File: src/hw/frame_wr_consts.svh
`ifndef FRAME_WR_CONSTS_SVH
`define FRAME_WR_CONSTS_SVH

// video channels served in turn
`define FW_NUM_CH       3

// AXI data beat
`define FW_DATA_W       64
`define FW_BEAT_BYTES   8
`define FW_BURST_LEN    8           // beats per INCR burst

// DDR byte address
`define FW_ADDR_W       28

// line buffer read pointer
`define FW_BUF_ADDR_W   5

// memory map of the frame banks
`define FW_BANK_SPAN    'h1_0000    // bank 0 to bank 1
`define FW_CH_STRIDE    'h4_0000    // start of next channel region

`endif
File: src/hw/frame_wr_pkg.sv
`include "frame_wr_consts.svh"

package frame_wr_pkg;

    // writer to line buffer
    typedef struct packed {
        logic                      rd_en;      // pops word at rd_addr
        logic [`FW_BUF_ADDR_W-1:0] rd_addr;
    } buf_req_t;

    // line buffer to writer
    typedef struct packed {
        logic                  ready;          // at least one burst held
        logic [`FW_DATA_W-1:0] data;           // word at rd_addr, comb
    } buf_rsp_t;

    typedef logic [1:0] ch_idx_t;

    typedef enum logic [1:0] {
        SEL,
        ADDR,
        DATA,
        RESP
    } seq_state_t;

endpackage

File: src/hw/axi_wr_pkg.sv
`include "frame_wr_consts.svh"

package axi_wr_pkg;

    // write address only, burst shape is fixed
    typedef struct packed {
        logic [`FW_ADDR_W-1:0] addr;
    } aw_payload_t;

    // one write beat
    typedef struct packed {
        logic [`FW_DATA_W-1:0] data;
        logic                  last;    // final beat of the burst
    } w_payload_t;

endpackage

File: src/hw/frame_wr_top.sv
`timescale 1ns/1ps
`include "frame_wr_consts.svh"

module frame_wr_top (
    input  logic                    clk,
    input  logic                    rst,
    input  logic [`FW_NUM_CH-1:0]   frame_end,
    input  frame_wr_pkg::buf_rsp_t  buf_rsp [`FW_NUM_CH],
    output frame_wr_pkg::buf_req_t  buf_req [`FW_NUM_CH],
    output axi_wr_pkg::aw_payload_t aw,
    output logic                    awvalid,
    input  logic                    awready,
    output axi_wr_pkg::w_payload_t  w,
    output logic                    wvalid,
    input  logic                    wready,
    input  logic                    bvalid,
    output logic                    bready
);

    logic [`FW_NUM_CH-1:0]   ch_ready;
    logic                    aw_push;
    logic                    aw_in_ready;
    axi_wr_pkg::aw_payload_t aw_next;
    logic                    w_push;
    logic                    w_in_ready;
    axi_wr_pkg::w_payload_t  w_next;
    logic                    burst_done;
    logic                    data_active;
    frame_wr_pkg::ch_idx_t   cur_ch;

    for (genvar c = 0; c < `FW_NUM_CH; c++) begin : g_rdy
        assign ch_ready[c] = buf_rsp[c].ready;
    end

    burst_sequencer u_seq (
        .clk         (clk),
        .rst         (rst),
        .ch_ready    (ch_ready),
        .aw_ready    (aw_in_ready),
        .aw_push     (aw_push),
        .burst_done  (burst_done),
        .data_active (data_active),
        .bvalid      (bvalid),
        .bready      (bready),
        .cur_ch      (cur_ch)
    );

    burst_addr_gen u_addr (
        .clk       (clk),
        .rst       (rst),
        .frame_end (frame_end),
        .cur_ch    (cur_ch),
        .aw_push   (aw_push),
        .aw        (aw_next)
    );

    beat_fetch u_fetch (
        .clk         (clk),
        .rst         (rst),
        .cur_ch      (cur_ch),
        .data_active (data_active),
        .buf_rsp     (buf_rsp),
        .buf_req     (buf_req),
        .w_push      (w_push),
        .w           (w_next),
        .w_ready     (w_in_ready),
        .burst_done  (burst_done)
    );

    // address channel register
    axi_slice #(.payload_t(axi_wr_pkg::aw_payload_t)) aw_slice (
        .clk       (clk),
        .rst       (rst),
        .in_valid  (aw_push),
        .in_ready  (aw_in_ready),
        .in_data   (aw_next),
        .out_valid (awvalid),
        .out_ready (awready),
        .out_data  (aw)
    );

    // data channel register
    axi_slice #(.payload_t(axi_wr_pkg::w_payload_t)) w_slice (
        .clk       (clk),
        .rst       (rst),
        .in_valid  (w_push),
        .in_ready  (w_in_ready),
        .in_data   (w_next),
        .out_valid (wvalid),
        .out_ready (wready),
        .out_data  (w)
    );

endmodule

File: src/hw/beat_fetch.sv
`timescale 1ns/1ps
`include "frame_wr_consts.svh"

module beat_fetch (
    input  logic                   clk,
    input  logic                   rst,
    input  frame_wr_pkg::ch_idx_t  cur_ch,
    input  logic                   data_active,
    input  frame_wr_pkg::buf_rsp_t buf_rsp [`FW_NUM_CH],
    output frame_wr_pkg::buf_req_t buf_req [`FW_NUM_CH],
    output logic                   w_push,
    output axi_wr_pkg::w_payload_t w,
    input  logic                   w_ready,
    output logic                   burst_done
);

    localparam int                BEAT_W    = $clog2(`FW_BURST_LEN);
    localparam logic [BEAT_W-1:0] LAST_BEAT = BEAT_W'(`FW_BURST_LEN - 1);

    logic [`FW_BUF_ADDR_W-1:0] rd_ptr [`FW_NUM_CH];
    logic [BEAT_W-1:0]         beat_cnt;

    // one beat per cycle while the data slice has room
    assign w_push     = data_active && w_ready;
    assign w.data     = buf_rsp[cur_ch].data;
    assign w.last     = (beat_cnt == LAST_BEAT);
    assign burst_done = w_push && w.last;

    for (genvar c = 0; c < `FW_NUM_CH; c++) begin : g_req
        assign buf_req[c].rd_en   = w_push && (cur_ch == c);    // pop only accepted beats
        assign buf_req[c].rd_addr = rd_ptr[c];
    end

    always_ff @(posedge clk or negedge rst) begin
        if (!rst) begin
            beat_cnt <= '0;
            for (int c = 0; c < `FW_NUM_CH; c++) begin
                rd_ptr[c] <= '0;
            end
        end else if (w_push) begin
            beat_cnt       <= w.last ? '0 : beat_cnt + 1'b1;
            rd_ptr[cur_ch] <= rd_ptr[cur_ch] + 1'b1;    // wraps at buffer depth
        end
    end

endmodule

File: src/hw/burst_addr_gen.sv
`timescale 1ns/1ps
`include "frame_wr_consts.svh"

module burst_addr_gen (
    input  logic                    clk,
    input  logic                    rst,
    input  logic [`FW_NUM_CH-1:0]   frame_end,
    input  frame_wr_pkg::ch_idx_t   cur_ch,
    input  logic                    aw_push,
    output axi_wr_pkg::aw_payload_t aw
);

    localparam logic [`FW_ADDR_W-1:0] BURST_BYTES =
        `FW_ADDR_W'(`FW_BURST_LEN * `FW_BEAT_BYTES);
    localparam logic [`FW_ADDR_W-1:0] BANK_SPAN = `FW_ADDR_W'(`FW_BANK_SPAN);

    logic [`FW_ADDR_W-1:0] offset [`FW_NUM_CH];
    logic [`FW_NUM_CH-1:0] bank;
    logic [`FW_NUM_CH-1:0] pend;            // frame_end seen, flip at next burst
    logic [`FW_NUM_CH-1:0] clr_mask;
    logic                  flip;
    logic                  use_bank;
    logic [`FW_ADDR_W-1:0] use_offset;
    logic [`FW_ADDR_W-1:0] ch_base;

    assign flip       = pend[cur_ch];
    assign use_bank   = bank[cur_ch] ^ flip;
    assign use_offset = flip ? '0 : offset[cur_ch];
    assign ch_base    = `FW_ADDR_W'(cur_ch * `FW_CH_STRIDE);

    assign aw.addr = ch_base + (use_bank ? BANK_SPAN : '0) + use_offset;

    assign clr_mask = aw_push ? (`FW_NUM_CH'(1) << cur_ch) : '0;

    always_ff @(posedge clk or negedge rst) begin
        if (!rst) begin
            bank <= '0;
            pend <= '0;
            for (int c = 0; c < `FW_NUM_CH; c++) begin
                offset[c] <= '0;
            end
        end else begin
            // a pulse during the push still counts for the next burst
            pend <= (pend & ~clr_mask) | frame_end;
            if (aw_push) begin
                offset[cur_ch] <= use_offset + BURST_BYTES;
                bank[cur_ch]   <= use_bank;
            end
        end
    end

endmodule

File: src/hw/burst_sequencer.sv
`timescale 1ns/1ps
`include "frame_wr_consts.svh"

module burst_sequencer (
    input  logic                  clk,
    input  logic                  rst,
    input  logic [`FW_NUM_CH-1:0] ch_ready,
    input  logic                  aw_ready,
    output logic                  aw_push,
    input  logic                  burst_done,
    output logic                  data_active,
    input  logic                  bvalid,
    output logic                  bready,
    output frame_wr_pkg::ch_idx_t cur_ch
);

    localparam frame_wr_pkg::ch_idx_t LAST_CH = frame_wr_pkg::ch_idx_t'(`FW_NUM_CH - 1);

    frame_wr_pkg::seq_state_t state;
    frame_wr_pkg::ch_idx_t    next_ch;

    // cyclic channel order
    assign next_ch = (cur_ch == LAST_CH) ? '0 : cur_ch + 1'b1;

    assign aw_push     = (state == frame_wr_pkg::ADDR) && aw_ready;
    assign data_active = (state == frame_wr_pkg::DATA);
    assign bready      = (state == frame_wr_pkg::RESP);

    always_ff @(posedge clk or negedge rst) begin
        if (!rst) begin
            state  <= frame_wr_pkg::SEL;
            cur_ch <= '0;
        end else begin
            case (state)
                frame_wr_pkg::SEL: begin
                    if (ch_ready[cur_ch]) begin
                        state <= frame_wr_pkg::ADDR;
                    end else begin
                        cur_ch <= next_ch;          // pass over idle channel
                    end
                end
                frame_wr_pkg::ADDR: begin
                    if (aw_push) begin
                        state <= frame_wr_pkg::DATA;
                    end
                end
                frame_wr_pkg::DATA: begin
                    if (burst_done) begin
                        state <= frame_wr_pkg::RESP;
                    end
                end
                frame_wr_pkg::RESP: begin
                    // burst complete on b handshake
                    if (bvalid) begin
                        state  <= frame_wr_pkg::SEL;
                        cur_ch <= next_ch;
                    end
                end
                default: begin
                    state <= frame_wr_pkg::SEL;
                end
            endcase
        end
    end

endmodule

File: src/hw/axi_slice.sv
`timescale 1ns/1ps

module axi_slice #(
    parameter type payload_t = logic
) (
    input  logic     clk,
    input  logic     rst,
    input  logic     in_valid,
    output logic     in_ready,
    input  payload_t in_data,
    output logic     out_valid,
    input  logic     out_ready,
    output payload_t out_data
);

    // empty, or the held item leaves this cycle
    assign in_ready = !out_valid || out_ready;

    always_ff @(posedge clk or negedge rst) begin
        if (!rst) begin
            out_valid <= 1'b0;
        end else if (in_ready) begin
            out_valid <= in_valid;
        end
    end

    // payload only loads on an accepted item
    always_ff @(posedge clk) begin
        if (in_valid && in_ready) begin
            out_data <= in_data;
        end
    end

endmodule

File: config.mk
export PLATFORM = sky130hd
export DESIGN_NAME = frame_wr_top
export DESIGN_NICKNAME = d
export VERILOG_FILES = /design/src/hw/frame_wr_pkg.sv /design/src/hw/axi_wr_pkg.sv /design/src/hw/frame_wr_top.sv /design/src/hw/beat_fetch.sv /design/src/hw/burst_addr_gen.sv /design/src/hw/burst_sequencer.sv /design/src/hw/axi_slice.sv
export VERILOG_INCLUDE_DIRS = /design/src /design/src/hw
export SDC_FILE = /design/constraint.sdc
export NUM_CORES = 1
export LEC_CHECK = 0
export BUFFER_PORTS_ARGS = -buffer_cell sky130_fd_sc_hd__clkbuf_2
export CAP_MARGIN = 20
export CELL_PAD_IN_SITES_DETAIL_PLACEMENT = 1
export CELL_PAD_IN_SITES_GLOBAL_PLACEMENT = 1
export CORE_MARGIN = 8
export CORE_UTILIZATION = 36
export DETAILED_ROUTE_END_ITERATION = 6
export PLACE_DENSITY_LB_ADDON = 0.12
export SETUP_SLACK_MARGIN = 0.05
export SKIP_CTS_REPAIR_TIMING = 1
export SKIP_LAST_GASP = 1
export SYNTH_ARGS = -nofsm -noshare
export SYNTH_HDL_FRONTEND = slang
export SYNTH_HIERARCHICAL = 1
export SYNTH_SLANG_ARGS = --single-unit
File: constraint.sdc
create_clock -name clk -period 3.2 [get_ports clk]
set_input_delay 0.16 -clock clk [delete_from_list [all_inputs] [get_ports clk]]
set_output_delay 0.16 -clock clk [all_outputs]
set_load 0.01 [all_outputs]
==> metrics.txt, run 1 <==
status=finished, final reports clean; Area Overhead vs Synth=34.1%; Root Driver=clkbuf_16; vias in the first global route=8612; Final min period=2.95 ns; switch share=0.366; Rows=61; CTS tree=done; Slew Limit Fails=0; r2r endpoint=u_addr/offset[46]; Core Region=0.0279 mm^2; fmax=339 MHz; P_leak=6.02 nW; Hold Crit Class=input pin to flop; Final Cell Area=0.0137 mm^2; ys async rst share=0.551; Global Route Usage Sum=0.196; Yosys reg bits=207; GRT Residual Overflow=0; vias=about 8600; most used cells in the layout excluding fill and tap cells=clkbuf_2, nand2_1, o21ai_0, dfrtp_1, mux2i_1; drt via density=4.98; Yosys cell types=64; CP startpoint kind=flop; Layout Nets=1540; # DRC=0; H-tree levels=1; worst hold margin=0.000821 ns; fill count=3168; Critical R2R Launch=u_seq/cur_ch[0]; proportion of layout cells with a drive suffix above 1=0.314; Synth warnings=6; endpoints failing setup=0; Critical Path AT=2.79 ns; WL met3=1690 um; HPWL after DPL=26400 um; Critical Path Max Stage Delay=0.55 ns; number of max-cap violations=0; Die Width=about 180 um; Syn Inst Count=946; WL/cell=20.8 um; max_slew headroom=0.479; Longest Clk Path Bufs=3; Post-Route WL=35800 um; Die ar.=between 0.03 and 0.04 mm^2; Placed Area=0.0122 mm^2; Worst Skew=between 0.009 and 0.01 ns; global-route wire length before repair=52200 um; sequential fraction of the synthesis area=0.552; most used cell, CP=buf_4; DR top layer=met4; post-synthesis cell area=0.0102 mm^2; hold path endpoint=w_slice/out_data[24]; worst hold stages=3; Post-synth EDFFs=a little over 90; clock sink total=roughly 210; CP required=~3.0 ns; fin crit share=0.922; Comb pwr share=0.361; CTS Buf Count=26; final hold violation count=0; worst vdd ir=0.570 mV; Reg power frac=0.372; Slowest cell on crit path=dfrtp_4; wire length on met1=15000 um; r2r setup slk=0.26 ns; HP Start=buf_rsp[153]; height of the die=185 um; power per cell area=774 mW/mm^2; setup TNS=0 ns; crit end category=output port; syn nets=1161; switching power=between 3 and 4 mW; Antenna Nets Post-Route=0; RD Place Congestion=0.846; io pins=317; crit path max fanout=38; CP cell instances=buf_4 -> buf_4 -> inv_2 -> or3_1 -> inv_1 -> clkbuf_2; commonest non-fill, non-tap cell in the layout=clkbuf_2; Internal=6.74 mW; DRT Pass-1 Iters=4; Worst Max-Slew Pin Slew=0.780 ns; First DRT Iteration DRCs=roughly 370; initial antenna violation count=0; largest net degree at the start of global routing=65; IO buf count=316; Total Power=10.6 mW; worst skew pair latency=0.52 ns; met2 routed WL=18200 um; Synth Area per Inst=10.8 um^2; Clk pin slew, worst setup/hold paths=0.06 ns; RSZ-0062 raised after global routing=no; Setup CP Type=flop to output port; ys flop type=dfrtp_1; Antenna Cells=0; Reg2Reg Depth=8; Starting Density=0.367; clock share of power=0.268
state kept, by name, summed over array words and instances (netlist names), 2 cells and up:
signal             flops
aw_slice/out_data     28
u_addr/bank            3
u_addr/offset         84
u_addr/pend            3
u_fetch/beat_cnt       3
u_fetch/buf_req       15
u_seq/cur_ch           2
u_seq/state            2
w_slice/out_data      65
per-stage QoR:
step                      setup slack, ns  instances   util
after floorplan                     0.165        946      -
after global placement              0.261       1607  0.438
after detailed placement            0.200       1607  0.438
after CTS                           0.170       1655  0.468
after global routing                0.101       1723  0.493
final                               0.249       1723  0.493
power by group through the flow:
stage | sequential [mW] | clock, mW | combinational [mW]
floorplan | 4.17 | 0 | 2.09
global placement | 3.98 | 0 | 3.74
detailed placement | 4.00 | 0 | 3.82
CTS | 3.96 | 2.92 | 3.82
global route | 4.03 | 3.02 | 4.18
finish | 3.95 | 2.85 | 3.83
worst max-delay path by stage:
stage | startpoint | to | slack (ns) | cells past startpoint
final | u_seq/cur_ch[1] | buf_req[5] | 0.25 | 6
after global routing | u_seq/cur_ch[0] | u_addr/offset[25] | 0.10 | 8
after CTS | u_seq/cur_ch[1] | aw_slice/out_data[26] | 0.17 | 10
after detailed placement | u_seq/cur_ch[0] | aw_slice/out_data[26] | 0.20 | 10
after global placement | u_seq/cur_ch[0] | aw_slice/out_data[26] | 0.26 | 10
after floorplan | u_seq/cur_ch[0] | u_addr/offset[24] | 0.16 | 13
synthesized netlist by cell type (all sizes together), types with 3 or more instances:
cell type / count / area share
o21ai: 167 / 0.082
mux2i: 101 / 0.099
xnor2: 27 / 0.023
nor4: 5 / 0.0045
nor2: 18 / 0.0071
o31ai: 4 / 0.0029
and2: 12 / 0.0078
o2bb2ai: 18 / 0.019
nand2: 196 / 0.072
a311oi: 3 / 0.0026
nor3: 5 / 0.0039
mux2: 10 / 0.011
xor2: 5 / 0.0043
inv: 23 / 0.0084
a221o: 3 / 0.0029
buf: 29 / 0.020
and3: 4 / 0.0024
or3: 3 / 0.0018
nand3: 10 / 0.0059
ha: 12 / 0.015
a21oi: 5 / 0.0024
nand4: 10 / 0.0061
nand2b: 6 / 0.0051
clkbuf: 30 / 0.011
dfrtp: 114 / 0.28
edfxtp: 93 / 0.27
a21o: 4 / 0.0029
nor2b: 5 / 0.0038
area by class of cell:
class,instances,area [um^2],area share
Clock buffer,37,763,0.0556
Clock inverter,11,76.3,0.00556
Inverter,23,86.3,0.00629
Multi-Input combinational cell,657,4200,0.306
Sequential cell,207,5650,0.412
Tap cell,378,473,0.0345
Timing Repair Buffer,410,2470,0.180
metal layers:
layer	track usage	vias to the layer above
met5	0	-
met4	0.0536	0
met3	0.0390	54
met2	0.339	196
met1	0.247	4231
li1	-	4102
cell families after synthesis:
family,Yosys count,share of synthesized area
simple gates,283,0.128
compound gates,219,0.128
flops,207,0.552
mux,111,0.110
buf+inv,82,0.0396
xor+xnor,32,0.0274
fa+ha+maj,12,0.0147
critical path, delay by kind of cell (launching register included):
kind          cells  cell delay, ns
buf+inv           5            1.16
flops             1            0.55
simple gates      1            0.53
Power figures use the tool's default switching activity.
==> run 2: changes to the inputs <==
Settings changed: CORE_UTILIZATION 36 to 43.
Clock period 3.2 ns to 3.4 ns, I/O delays scaled along.
==> run 2 against run 1 <==
  * The flow now finishes with violations (negative hold slack)
  * Critical endpoint is now u_addr/offset[54]
  * Non-clock buffer count decreased by 20
  * Sequential power decreased by 6.1%
  * Worst hold slack got worse by 0.031 ns
  * Final area decreased by 3.0%
  * Critical path depth increased by 4
  * Highest routed layer unchanged
  * Core utilization increased by 7.6 points
  * Sequential share of layout area increased by 1.3 points
  * Sequential cell count unchanged
==> metrics.txt, run 2 (synthesis results as in run 1) <==
Die Width=170 um (was 185 um); height of the die=170 um (was 185 um); Die ar.=0.0290 mm^2 (was 0.0341 mm^2); status=finished with violations (was finished, final reports clean); Longest Clk Path Bufs=3 (unchanged); power per cell area=725 mW/mm^2 (was 774 mW/mm^2); final non-filler cell total=1638 (was 1723); largest net degree at the start of global routing=68 (was 65); switching power=3.59 mW (was 3.88 mW); io pins=317 (unchanged); vias=8743 (was 8583); worst vdd ir=0.522 mV (was 0.570 mV); proportion of layout cells with a drive suffix above 1=0.312 (was 0.314); Placed Area=0.0121 mm^2 (was 0.0122 mm^2); Critical Path Max Stage Delay=0.59 ns (was 0.55 ns); Setup WS pre-CTS=0.280 ns (was 0.200 ns); placed cells=1548 (was 1607); crit end category=flop (was output port); Reg power frac=0.384 (was 0.372); worst hold stages=3 (unchanged); Worst path depth=10 (was 6); CP Buf/Inv Count=1 (was 5); setup ws final=0.324 ns (was 0.249 ns); Largest regs=u_addr/offset (84), w_slice/out_data (65), aw_slice/out_data (28) (unchanged); Hold Crit Class=input pin to flop (unchanged); Reg2Reg Depth=10 (was 8); commonest non-fill, non-tap cell in the layout=clkbuf_2 (unchanged); # DRC=0 (unchanged); DRT Pass-1 Iters=4 (unchanged); Internal=6.06 mW (was 6.74 mW); P_leak=5.86 nW (was 6.02 nW); fmax=325 MHz; Final Cell Area=0.0133 mm^2 (was 0.0137 mm^2); GRT Residual Overflow=0 (unchanged); Global Route Usage Sum=0.223 (was 0.196); fill count=2676 (was 3168); failing checks=negative hold slack; CTS tree=done (unchanged); WL/cell=21.9 um (was 20.8 um); Root Driver=clkbuf_16 (unchanged); max_slew headroom=0.301 (was 0.479); Worst Max-Slew Pin Slew=1.05 ns (was 0.780 ns); First DRT Iteration DRCs=425 (was 374); Biggest register=u_addr/offset (unchanged); Worst Skew=0.0181 ns (was 0.00912 ns); IO buf count=316 (unchanged); Clk pin slew, worst setup/hold paths=0.06 ns (about the same); CP required=3.76 ns (was 3.04 ns); worst hold margin=-0.0304 ns (was 0.000821 ns); Rows=56 (was 61); RD Place Congestion=0.863 (was 0.846); initial antenna violation count=1 (was 0); H-tree levels=1 (unchanged); crit path max fanout=12 (was 38); endpoints failing setup=0 (unchanged); Layout Nets=1517 (was 1540); CTS Buf Count=23 (was 26); CP startpoint kind=flop (unchanged); HPWL after DPL=25300 um (was 26400 um); Setup CP Type=flop to flop (was flop to output port); Largest register FFs=84 (unchanged); vias in the first global route=8789 (was 8612); Slowest cell on crit path=dfrtp_4 (unchanged); Final min period=3.08 ns; final hold violation count=11 (was 0); RSZ-0062 raised after global routing=no (unchanged); fin crit share=0.905; Critical Path AT=3.43 ns (was 2.79 ns); Post-Route WL=35900 um (was 35800 um); Starting Density=0.437 (was 0.367); most used cells in the layout excluding fill and tap cells=clkbuf_2, nand2_1, o21ai_0, dfrtp_1, mux2i_1 (unchanged); CP cell instances=buf_4 -> mux2i_1 -> o2bb2ai_1 -> and2_0 -> ha_1 -> nand3_2 -> nor4_4 -> nand4_1 -> xnor2_1 -> o21ai_1 (was buf_4 -> buf_4 -> inv_2 -> or3_1 -> inv_1 -> clkbuf_2); worst skew pair latency=0.50 ns (was 0.52 ns); switch share=0.372 (was 0.366); clock share of power=0.236 (was 0.268); drt via density=5.34 (was 4.98); Core Region=0.0234 mm^2 (was 0.0279 mm^2); Comb pwr share=0.380 (was 0.361); setup TNS=0 ns (unchanged); Slew Limit Fails=0 (unchanged); top cell family by delay on the critical path=simple AND/OR/NAND/NOR gates (was buffers and inverters); clock sink total=207 (unchanged); Antenna Nets Post-Route=0 (unchanged); global-route wire length before repair=51300 um (was 52200 um); Area Overhead vs Synth=30.1% (was 34.1%); number of max-cap violations=0 (unchanged)
[run 2: power by group through the flow]
| stage | Combinational (mW) | Clock [mW] | Sequential (mW) |
|---|---|---|---|
| 2_1_floorplan | 1.97 | 0 | 3.92 |
| 3_3_place_gp | 3.52 | 0 | 3.72 |
| 5_1_grt | 3.96 | 2.44 | 3.76 |
| 6_report | 3.67 | 2.28 | 3.71 |
| 4_1_cts | 3.62 | 2.34 | 3.71 |
| 3_5_place_dp | 3.59 | 0 | 3.74 |
[run 2: worst paths after layout]
kind	startpoint	to	slack, ns
worst max-delay path	u_seq/cur_ch[0]	u_addr/offset[54]	0.32
worst min-delay path	buf_rsp[118]	w_slice/out_data[54]	-0.03
worst max register to register	u_seq/cur_ch[0]	u_addr/offset[54]	0.32
worst min register to register	u_addr/offset[23]	u_addr/offset[23]	0.48
max in group asynchronous	rst	u_seq/cur_ch[1]	2.16
min in group asynchronous	rst	u_addr/offset[13]	0.27
[run 2: stage by stage]
step	utilization	power [mW]
5_1_grt	0.569	10.2
3_3_place_gp	0.519	7.24
3_5_place_dp	0.519	7.34
2_1_floorplan	-	5.89
4_1_cts	0.548	9.66
6_report	0.569	9.65
[run 2: layout make-up]
| cell class | instances | area, um^2 | area share |
|---|---|---|---|
| Antenna cell | 1 | 2.50 | 0.000188 |
| Clock buffer | 38 | 662 | 0.0497 |
| Clock inverter | 3 | 15.0 | 0.00113 |
| Inverter | 23 | 86.3 | 0.00648 |
| Multi-Input combinational cell | 657 | 4190 | 0.315 |
| Sequential cell | 207 | 5650 | 0.425 |
| Tap cell | 319 | 399 | 0.0300 |
| Timing Repair Buffer | 390 | 2300 | 0.173 |
[run 2: routing by layer]
layer	wire, um	vias to the layer above	track usage
met4	1090	0	0.0625
met2	18400	277	0.392
met1	14500	4314	0.283
met5	0	-	0
li1	-	4066	-
met3	1960	86	0.0327
[run 2: worst register-to-register path, stage by stage (launching register included)]
cell       delay (ns)
dfrtp_4          0.59
buf_4            0.24
mux2i_1          0.16
o2bb2ai_1        0.25
and2_0           0.20
ha_1             0.21
nand3_2          0.16
nor4_4           0.52
nand4_1          0.19
xnor2_1          0.31
o21ai_1          0.10
